**config.mk**
```make
export PLATFORM = sky130hd
export DESIGN_NAME = lane_seq_top
export DESIGN_NICKNAME = d
export VERILOG_FILES = /design/src/verilog/lane_seq_pkg.sv /design/src/verilog/bwen_gen.sv /design/src/verilog/lane_seq_top.sv /design/src/verilog/lane_valid_gen.sv /design/src/verilog/seq_fsm.sv /design/src/verilog/vrf_addr_counter.sv
export SDC_FILE = /design/constraint.sdc
export NUM_CORES = 1
export LEC_CHECK = 0
export ABC_AREA = 1
export BUFFER_PORTS_ARGS = -buffer_cell sky130_fd_sc_hd__buf_2
export CORE_ASPECT_RATIO = 0.9
export CORE_MARGIN = 4
export CORE_UTILIZATION = 45
export CTS_BUF_LIST = sky130_fd_sc_hd__clkbuf_8
export CTS_CLUSTER_SIZE = 14
export DETAILED_ROUTE_END_ITERATION = 12
export GPL_ROUTABILITY_DRIVEN = 0
export PLACE_DENSITY_LB_ADDON = 0.12
export SETUP_SLACK_MARGIN = 0.1
export SYNTH_ARGS = -nofsm -noshare
export SYNTH_HDL_FRONTEND = slang
export SYNTH_SLANG_ARGS = --single-unit
```
**constraint.sdc**
```tcl
create_clock -name clk_i -period 8.1 [get_ports clk_i]
set_input_delay 0.405 -clock clk_i [delete_from_list [all_inputs] [get_ports clk_i]]
set_output_delay 0.405 -clock clk_i [all_outputs]
set_load 0.02 [all_outputs]
```
**src/verilog/lane_seq_pkg.sv**
```systemverilog
package lane_seq_pkg;

    ////////////////////
    // Sizing constants
    ////////////////////
    localparam int VLANE_NUM       = 8;
    localparam int MAX_VL_PER_LANE = 256;  // Elements held by one lane
    localparam int MEM_DEPTH       = 512;  // Register file words per lane

    localparam int VL_W   = $clog2(VLANE_NUM * MAX_VL_PER_LANE + 1);
    localparam int CNT_W  = $clog2(MAX_VL_PER_LANE + 1);
    localparam int ADDR_W = $clog2(MEM_DEPTH);

    ////////////////////
    // Encodings
    ////////////////////
    typedef enum logic [1:0] {
        SEW_BYTE = 2'd0,
        SEW_HALF = 2'd1,
        SEW_WORD = 2'd2
    } sew_e;

    typedef enum logic [1:0] {
        INST_NORMAL = 2'd0,  // Read, ALU, write back
        INST_STORE  = 2'd1,  // Unit-stride store, read side only
        INST_LOAD   = 2'd2   // Unit-stride load, write side only
    } inst_e;

    // Instruction as presented with start
    typedef struct packed {
        inst_e             kind;
        sew_e              sew;
        logic [VL_W-1:0]   vl;
        logic [CNT_W-1:0]  delay;      // ALU latency in cycles
        logic [ADDR_W-1:0] waddr;
        logic [ADDR_W-1:0] raddr;
        logic              mask_en;    // Result also goes to the mask register
    } instr_t;

    // Per-cycle control from the FSM to the datapath
    typedef struct packed {
        logic rd_active;  // Read element this cycle
        logic wr_active;  // Register file write this cycle, load beats included
        logic ld_active;  // Load phase, beats accepted
        logic clear;      // First cycle after accept
        sew_e wr_sew;
        sew_e rd_sew;
    } seq_ctrl_t;

endpackage

```
**src/verilog/bwen_gen.sv**
```systemverilog
module bwen_gen #(
    parameter int VLANE_NUM = 8
) (
    input  logic                        clk_i,
    input  logic                        rst_i,
    input  lane_seq_pkg::seq_ctrl_t     ctrl_i,
    input  logic                        load_beat_i,
    input  logic [VLANE_NUM-1:0][3:0]   load_bwen_i,
    output logic [VLANE_NUM-1:0][3:0]   bwen_o
);

    logic [3:0] rot4_q;  // Byte one-hot
    logic [1:0] rot2_q;  // Halfword one-hot
    logic [3:0] pattern;

    ////////////////////
    // Rotating one-hots
    ////////////////////
    always_ff @(posedge clk_i) begin
        if (!rst_i) begin
            rot4_q <= 4'b0001;
            rot2_q <= 2'b01;
        end else if (ctrl_i.wr_active) begin
            rot4_q <= {rot4_q[2:0], rot4_q[3]};
            rot2_q <= {rot2_q[0], rot2_q[1]};
        end else begin
            rot4_q <= 4'b0001;  // Back to byte 0 between writes
            rot2_q <= 2'b01;
        end
    end

    always_comb begin
        case (ctrl_i.wr_sew)
            lane_seq_pkg::SEW_BYTE: pattern = rot4_q;
            lane_seq_pkg::SEW_HALF: pattern = {{2{rot2_q[1]}}, {2{rot2_q[0]}}};
            lane_seq_pkg::SEW_WORD: pattern = 4'b1111;
            default:                pattern = 4'b0000;
        endcase
    end

    ////////////////////
    // Lane fan-out
    ////////////////////
    always_comb begin
        for (int i = 0; i < VLANE_NUM; i++) begin
            if (ctrl_i.ld_active && load_beat_i) begin
                bwen_o[i] = load_bwen_i[i];  // Load data carries its own enables
            end else if (ctrl_i.wr_active) begin
                bwen_o[i] = pattern;
            end else begin
                bwen_o[i] = 4'b0000;
            end
        end
    end

endmodule

```
**src/verilog/lane_seq_top.sv**
```systemverilog
module lane_seq_top #(
    parameter int VLANE_NUM       = lane_seq_pkg::VLANE_NUM,
    parameter int MAX_VL_PER_LANE = lane_seq_pkg::MAX_VL_PER_LANE
) (
    input  logic                                clk_i,
    input  logic                                rst_i,

    // Instruction handshake
    input  logic                                start_i,
    input  lane_seq_pkg::instr_t                instr_i,
    output logic                                ready_o,

    // Load side
    input  logic                                load_valid_i,
    input  logic                                load_last_i,
    input  logic [VLANE_NUM-1:0][3:0]           load_bwen_i,
    output logic                                ready_for_load_o,

    // Vector register file
    output logic [lane_seq_pkg::ADDR_W-1:0]     vrf_raddr_o,
    output logic [lane_seq_pkg::ADDR_W-1:0]     vrf_waddr_o,
    output logic [VLANE_NUM-1:0][3:0]           vrf_bwen_o,
    output logic [VLANE_NUM-1:0]                read_data_valid_o,

    // Mask register file
    output logic [lane_seq_pkg::CNT_W-1:0]      vmrf_addr_o,
    output logic                                vmrf_wen_o,

    // Store side
    output logic                                store_data_valid_o
);

    lane_seq_pkg::instr_t    instr_q;
    lane_seq_pkg::seq_ctrl_t ctrl;

    assign vmrf_wen_o = ctrl.wr_active & instr_q.mask_en;  // Mask write rides on VRF write

    ////////////////////
    // Sequencer
    ////////////////////
    seq_fsm #(
        .VLANE_NUM         (VLANE_NUM),
        .MAX_VL_PER_LANE   (MAX_VL_PER_LANE)
    ) fsm0 (
        .clk_i             (clk_i),
        .rst_i             (rst_i),
        .start_i           (start_i),
        .instr_i           (instr_i),
        .load_valid_i      (load_valid_i),
        .load_last_i       (load_last_i),
        .ready_o           (ready_o),
        .instr_o           (instr_q),
        .ctrl_o            (ctrl),
        .elem_o            (vmrf_addr_o),
        .store_data_valid_o(store_data_valid_o),
        .ready_for_load_o  (ready_for_load_o)
    );

    ////////////////////
    // Address counters
    ////////////////////
    vrf_addr_counter rd_addr0 (
        .clk_i       (clk_i),
        .rst_i       (rst_i),
        .clear_i     (ctrl.clear),
        .en_i        (ctrl.rd_active),
        .sew_i       (ctrl.rd_sew),
        .start_addr_i(instr_q.raddr),
        .addr_o      (vrf_raddr_o)
    );

    vrf_addr_counter wr_addr0 (
        .clk_i       (clk_i),
        .rst_i       (rst_i),
        .clear_i     (ctrl.clear),
        .en_i        (ctrl.wr_active),  // Also steps once per load beat
        .sew_i       (ctrl.wr_sew),
        .start_addr_i(instr_q.waddr),
        .addr_o      (vrf_waddr_o)
    );

    ////////////////////
    // Lane side
    ////////////////////
    bwen_gen #(
        .VLANE_NUM  (VLANE_NUM)
    ) bwen0 (
        .clk_i      (clk_i),
        .rst_i      (rst_i),
        .ctrl_i     (ctrl),
        .load_beat_i(load_valid_i),
        .load_bwen_i(load_bwen_i),
        .bwen_o     (vrf_bwen_o)
    );

    lane_valid_gen #(
        .VLANE_NUM(VLANE_NUM)
    ) valid0 (
        .clk_i    (clk_i),
        .rst_i    (rst_i),
        .ctrl_i   (ctrl),
        .vl_i     (instr_q.vl),
        .valid_o  (read_data_valid_o)
    );

endmodule

```
**src/verilog/lane_valid_gen.sv**
```systemverilog
module lane_valid_gen #(
    parameter int VLANE_NUM = 8
) (
    input  logic                            clk_i,
    input  logic                            rst_i,
    input  lane_seq_pkg::seq_ctrl_t         ctrl_i,
    input  logic [lane_seq_pkg::VL_W-1:0]   vl_i,
    output logic [VLANE_NUM-1:0]            valid_o
);

    localparam int VL_W = lane_seq_pkg::VL_W;

    logic [VL_W-1:0] rem_q;  // Elements not yet read

    ////////////////////
    // Remaining count
    ////////////////////
    always_ff @(posedge clk_i) begin
        if (!rst_i) begin
            rem_q <= '0;
        end else if (ctrl_i.clear) begin
            rem_q <= vl_i;
        end else if (ctrl_i.rd_active) begin
            // One row of VLANE_NUM elements per read cycle
            if (rem_q > VL_W'(VLANE_NUM)) begin
                rem_q <= rem_q - VL_W'(VLANE_NUM);
            end else begin
                rem_q <= '0;
            end
        end
    end

    // Ragged last row leaves the upper lanes idle
    always_comb begin
        for (int i = 0; i < VLANE_NUM; i++) begin
            valid_o[i] = ctrl_i.rd_active && (rem_q > VL_W'(i));
        end
    end

endmodule

```
**src/verilog/seq_fsm.sv**
```systemverilog
module seq_fsm #(
    parameter int VLANE_NUM       = 8,
    parameter int MAX_VL_PER_LANE = 256
) (
    input  logic                            clk_i,
    input  logic                            rst_i,
    input  logic                            start_i,
    input  lane_seq_pkg::instr_t            instr_i,
    input  logic                            load_valid_i,
    input  logic                            load_last_i,
    output logic                            ready_o,
    output lane_seq_pkg::instr_t            instr_o,
    output lane_seq_pkg::seq_ctrl_t         ctrl_o,
    output logic [lane_seq_pkg::CNT_W-1:0]  elem_o,
    output logic                            store_data_valid_o,
    output logic                            ready_for_load_o
);

    localparam int N_W   = $clog2(MAX_VL_PER_LANE + 1);   // Elements per lane
    localparam int VLX_W = lane_seq_pkg::VL_W + 1;
    localparam int CYC_W = ((N_W > lane_seq_pkg::CNT_W) ? N_W : lane_seq_pkg::CNT_W) + 1;

    typedef enum logic [1:0] {
        S_IDLE,
        S_NORM,   // Read and write phases overlap by the ALU delay
        S_STORE,
        S_LOAD
    } state_e;

    state_e                         state_q;
    lane_seq_pkg::instr_t           instr_q;
    logic [N_W-1:0]                 n_q;
    logic [N_W-1:0]                 n_calc;
    logic [VLX_W-1:0]               vl_round;
    logic [CYC_W-1:0]               cyc_q;
    logic [CYC_W-1:0]               rd_end;
    logic [CYC_W-1:0]               wr_end;
    logic [lane_seq_pkg::CNT_W-1:0] elem_q;
    logic                           accept;
    logic                           setup;
    logic                           rd_act;
    logic                           wr_act;
    logic                           ld_act;
    logic                           ld_beat;
    logic                           done;

    assign accept = start_i & ready_o;

    // Rows per lane, rounded up
    assign vl_round = {1'b0, instr_i.vl} + VLX_W'(VLANE_NUM - 1);
    assign n_calc   = N_W'(vl_round >> $clog2(VLANE_NUM));

    ////////////////////
    // Phase decode
    ////////////////////
    assign rd_end  = CYC_W'(n_q);
    assign wr_end  = CYC_W'(n_q) + CYC_W'(instr_q.delay);
    assign setup   = (state_q != S_IDLE) && (cyc_q == '0);
    assign rd_act  = ((state_q == S_NORM) || (state_q == S_STORE)) && !setup
                     && (cyc_q <= rd_end);
    assign wr_act  = (state_q == S_NORM) && (cyc_q > CYC_W'(instr_q.delay))
                     && (cyc_q <= wr_end);
    assign ld_act  = (state_q == S_LOAD) && !setup;
    assign ld_beat = ld_act & load_valid_i;

    always_comb begin
        case (state_q)
            S_NORM:  done = (cyc_q == wr_end);
            S_STORE: done = (cyc_q == rd_end);
            S_LOAD:  done = ld_beat & load_last_i;  // Last beat closes the load
            default: done = 1'b0;
        endcase
    end

    always_comb begin
        ctrl_o.rd_active = rd_act;
        ctrl_o.wr_active = wr_act | ld_beat;
        ctrl_o.ld_active = ld_act;
        ctrl_o.clear     = setup;
        ctrl_o.rd_sew    = instr_q.sew;
        ctrl_o.wr_sew    = (state_q == S_LOAD) ? lane_seq_pkg::SEW_WORD : instr_q.sew;
    end

    assign instr_o            = instr_q;
    assign elem_o             = elem_q;
    assign store_data_valid_o = rd_act && (state_q == S_STORE);
    assign ready_for_load_o   = ld_act;

    ////////////////////
    // State and handshake
    ////////////////////
    always_ff @(posedge clk_i) begin
        if (!rst_i) begin
            state_q <= S_IDLE;
            ready_o <= 1'b1;
            cyc_q   <= '0;
        end else if (accept) begin
            ready_o <= 1'b0;
            cyc_q   <= '0;
            case (instr_i.kind)
                lane_seq_pkg::INST_NORMAL: state_q <= S_NORM;
                lane_seq_pkg::INST_STORE:  state_q <= S_STORE;
                lane_seq_pkg::INST_LOAD:   state_q <= S_LOAD;
                default: begin
                    state_q <= S_IDLE;
                    ready_o <= 1'b1;
                end
            endcase
        end else if (done) begin
            state_q <= S_IDLE;
            ready_o <= 1'b1;
        end else if ((state_q != S_IDLE) && ((state_q != S_LOAD) || setup)) begin
            cyc_q <= cyc_q + 1'b1;  // Load only needs the setup step
        end
    end

    always_ff @(posedge clk_i) begin
        if (accept) begin
            instr_q <= instr_i;
            n_q     <= n_calc;
        end
    end

    // Write element index, doubles as mask address
    always_ff @(posedge clk_i) begin
        if (!rst_i) begin
            elem_q <= '0;
        end else if (setup) begin
            elem_q <= '0;
        end else if (ctrl_o.wr_active) begin
            elem_q <= elem_q + 1'b1;
        end
    end

    ////////////////////
    // Checks
    ////////////////////
    a_kind_known: assert property (@(posedge clk_i) disable iff (!rst_i)
        accept |-> instr_i.kind inside {lane_seq_pkg::INST_NORMAL,
                                        lane_seq_pkg::INST_STORE,
                                        lane_seq_pkg::INST_LOAD});

    // Busy phases never overlap an open handshake
    a_ready_idle: assert property (@(posedge clk_i) disable iff (!rst_i)
        ready_o |-> !(rd_act || ctrl_o.wr_active || ld_act));

endmodule

```
**src/verilog/vrf_addr_counter.sv**
```systemverilog
module vrf_addr_counter (
    input  logic                             clk_i,
    input  logic                             rst_i,
    input  logic                             clear_i,
    input  logic                             en_i,
    input  lane_seq_pkg::sew_e               sew_i,
    input  logic [lane_seq_pkg::ADDR_W-1:0]  start_addr_i,
    output logic [lane_seq_pkg::ADDR_W-1:0]  addr_o
);

    logic [1:0]                      sub_q;   // Element within the current word
    logic [1:0]                      sub_last;
    logic                            word_done;
    logic [lane_seq_pkg::ADDR_W-1:0] addr_q;

    always_comb begin
        case (sew_i)
            lane_seq_pkg::SEW_BYTE: sub_last = 2'd3;
            lane_seq_pkg::SEW_HALF: sub_last = 2'd1;
            default:                sub_last = 2'd0;  // One word element per word
        endcase
    end

    assign word_done = en_i && (sub_q == sub_last);
    assign addr_o    = addr_q;

    always_ff @(posedge clk_i) begin
        if (!rst_i) begin
            sub_q  <= '0;
            addr_q <= '0;
        end else if (clear_i) begin
            sub_q  <= '0;
            addr_q <= start_addr_i;
        end else if (word_done) begin
            sub_q  <= '0;
            addr_q <= addr_q + 1'b1;
        end else if (en_i) begin
            sub_q  <= sub_q + 1'b1;
        end
    end

    // A step never wraps past the last word
    a_addr_range: assert property (@(posedge clk_i) disable iff (!rst_i)
        (word_done && !clear_i) |-> (int'(addr_q) < lane_seq_pkg::MEM_DEPTH - 1));

endmodule
```
==> summary.md <==
| Metric | Value |
|---|---|
| Outcome | finished, final reports clean |
| Avg Synthesized Cell Area | 7.687 µm² |
| Via Count | 6059 |
| Count of synthesis-stage warnings from yosys | 0 |
| EDFF count, synth | 51 |
| Global-route congestion overflow total | 0 |
| Register bit count reported by yosys | 113 |
| Num CTS Buffers | 17 |
| Number of nets at the end of the flow | 1168 |
| Worst-path maximum fanout | 23 |
| Starting Density | 0.4597 |
| Die ar. | 17120 µm² |
| Antenna-violating nets left | 0 |
| Clk sinks | 113 |
| Count of port buffers added during placement | 151 |
| Worst slew pin tran | 1.050 ns |
| Share of layout cells above drive strength 1 | 0.1861 |
| Worst Hold Path Cells | 1 |
| Unrepaired setup endpoints after global routing | false |
| Clock insertion delay at the later pin of the skew report | 0.44 ns |
| Required @ worst endpoint | 7.70 ns |
| Clock tree from TritonCTS | done |
| Max_cap viols | 0 |
| Standard cell with the maximum stage delay on the critical path | fa_1 |
| Final period util | 0.5346 |
| Slowest cell delay on critical path | 0.40 ns |
| Endpoint of the worst-slack reg-to-reg timing path | wr_addr0.addr_o[3] |
| Initial antenna violation count | 0 |
| Number of instances in the synthesized netlist | 883 |
| Kind of start point of the critical path | flip-flop |
| Drt via density | 4.863 |
| Row count | 42 |
| Global-route wire length before repair | 26.05 mm |
| Clock-pin transition on the worst setup and hold timing paths | 0.07 ns |
| Setup bufs post-CTS | 0 |
| Routed wire length | 16.44 mm |
| I/O pin total | 152 |
| M2 GR Usage | 0.3002 |
| Cell at the root of the clock tree | clkbuf_8 |
| DRC | 0 |
| GRT busiest layer | met2 |
| Grt met3 use | 0.04604 |
| Clock skew after layout | 0.01160 ns |
| Hold Path Origin | instr_i[6] |
| Most frequent cell on the critical path | nand2_1 |
| Vias in the first global route | 5411 |
| Total placed cells including tap cells | 1214 |
| Final worst path period need | 4.330 ns |
| Post-DP HPWL | 12.12 mm |
| Deepest clock path buffer count | 2 |
| Pwr Density | 198.7 nW/µm² |
| Pin count of the biggest net entering global routing | 55 |
| Number of pins with negative max-slew slack in the final report | 0 |
| Detailed router's first-iteration violation count | 392 |
| Worst slew margin | 0.2979 |
| Post-route setup TNS | 0 ns |
| Final core area utilization | 0.5449 |
| Nature of the critical path endpoint | output pin |
| Post-Syn Nets | 1016 |
| Cts repair resizes | 0 |
| Post-synthesis cell type count | 39 |
| Synth-to-layout area growth | 18.54% |
| First drt pass iteration count | 7 |
| Most used cells in the layout excluding fill and tap cells | nand2_1, buf_2, inv_1, nor2_1, dfxtp_1 |
| Count of endpoints failing setup in the final report | 0 |
| Antenna diode count | 0 |
| Internal reg-to-reg setup slack | 4.30 ns |
| Number of H-tree levels | 4 |
| Die W | 137.5 µm |
| CP Cell Sequence | ha_1, inv_1, fa_1, o21ai_0, nand4_1, o211ai_1, xnor2_1, ha_1, nand2_1, nor2_1, nand3b_1, nand2_1, nand2_1, nand2_2, nand3_2, nand2_1, buf_2 |
| Lkg Pwr | 4.132 nW |
| Hold Crit Class | input port to flip-flop |
| Synthesized cell area | 6788 µm² |
| Capture endpoint of the worst hold path | fsm0.instr_o[6] |
| Number of fill cells | 1439 |
| Async S/R FF share, synth | 0 |
| Routed WL per cell | 13.19 µm |
| Commonest register cell after synthesis | dfxtp_1 |
| Startpoint-to-endpoint class of the critical path | flip-flop to output pin |
| Total Routing Usage GR | 0.1910 |
| Commonest non-fill, non-tap cell in the layout | nand2_1 |
| Number of non-filler instances in the completed layout | 1246 |
| Die Y-Extent | 124.5 µm |
| Worst R2R Start | fsm0.instr_o[19] |
| Core Region | 14770 µm² |
| Sequential fraction of the synthesis area | 0.4085 |
| Maximum resistive drop on vdd | 0.0001423 V |
| Top delay family on crit path | simple AND/OR/NAND/NOR gates |
| Count of final hold-check violations | 0 |
| Global Route met1 Usage | 0.2580 |
| Hold-fix buffers at CTS | 0 |
| Cell depth of the worst flop-to-flop path | 19 |
| Max frequency | 0.2309 GHz |
| Bufs and invs on worst path | 2 |
| Worst path arrival time | 3.93 ns |
## metal layers
| metal | part of all wire | vias up |
|---|---|---|
| met1 | 0.47 | 2675 |
| li1 | - | 3170 |
| met5 | 0 | - |
| met4 | 0.015 | 0 |
| met2 | 0.45 | 191 |
| met3 | 0.073 | 23 |
## how the worst max path moves through the flow
stage	startpoint	to	slack [ns]	cells after the start
4_1_cts	fsm0.instr_o[19]	vrf_bwen_o[16]	3.71	17
6_report	fsm0.instr_o[19]	vrf_bwen_o[16]	3.77	17
3_3_place_gp	fsm0.n_q[0]	vrf_bwen_o[5]	4.32	18
2_1_floorplan	fsm0.n_q[0]	vrf_bwen_o[0]	4.85	18
3_5_place_dp	fsm0.n_q[0]	vrf_bwen_o[16]	4.21	17
5_1_grt	fsm0.n_q[3]	vrf_bwen_o[16]	3.38	17
## per-stage QoR
stage,hold slack (ns),cell area (µm²),total power [mW],setup WS [ns]
after floorplan,0.4083,6788,1.020,4.850
after global placement,0.4229,7701,1.138,4.316
after detailed placement,0.4265,7701,1.138,4.210
after CTS,0.09955,8046,1.615,3.709
after global routing,0.1060,8046,1.711,3.376
final,0.1370,8046,1.599,3.770
## cells in the mapped netlist, types with 2 or more instances
master	number	area, µm²
nand3_2	4	40.04
buf_2	9	45.04
xnor2_1	11	96.34
inv_2	3	11.26
xor2_1	36	315.3
a21oi_1	61	305.3
nand2_2	3	18.77
inv_1	109	409.1
nand3_1	57	285.3
o21ai_0	31	155.2
nand4_1	10	62.56
clkbuf_1	8	30.03
nor2_1	96	360.4
edfxtp_1	51	1531
o21bai_1	4	30.03
o211ai_1	4	30.03
nor4_1	2	12.51
o21a_1	2	15.01
or2_2	4	25.02
a21o_1	2	15.01
a31oi_1	4	25.02
nor3_1	16	80.08
nand2_1	227	852.1
buf_6	2	22.52
ha_1	51	638.1
nand3b_1	2	15.01
dfxtp_1	62	1241
## cells by family after synthesis
| kind of cell | synth area share |
|---|---|
| DFF | 0.4085 |
| xor gates and xnor gates | 0.06064 |
| and+or+nand+nor | 0.2669 |
| buffers and inverters | 0.07797 |
| AOI/OAI and AO/OA | 0.08903 |
| adders and majority gates | 0.09696 |
## state kept, by name, indices dropped and copies added, names as in the netlist
register	cells
fsm0.instr_o	40
valid0.rem_q	12
fsm0.cyc_q	10
fsm0.elem_o	9
fsm0.n_q	9
rd_addr0.addr_o	9
wr_addr0.addr_o	9
bwen0.rot4_q	4
bwen0.rot2_q	2
fsm0.ctrl_o	2
fsm0.state_q	2
rd_addr0.sub_q	2
wr_addr0.sub_q	2
fsm0.ready_o	1
## layout make-up
class	count	area [µm²]	area share
clock buffers	19	261.5	0.03250
clock inverters	13	83.83	0.01042
inverters	113	424.2	0.05271
multi-input cells	637	3486	0.4332
flip-flops and latches	113	2773	0.3446
well taps	198	247.7	0.03079
repair buffers	153	770.7	0.09579
## power breakdown
part,internal [mW],leakage [nW],switching (mW)
registers,0.648,0.995,0.0422
clock network,0.247,0.192,0.226
logic,0.161,2.95,0.275
(Power assumes the default switching activity.)
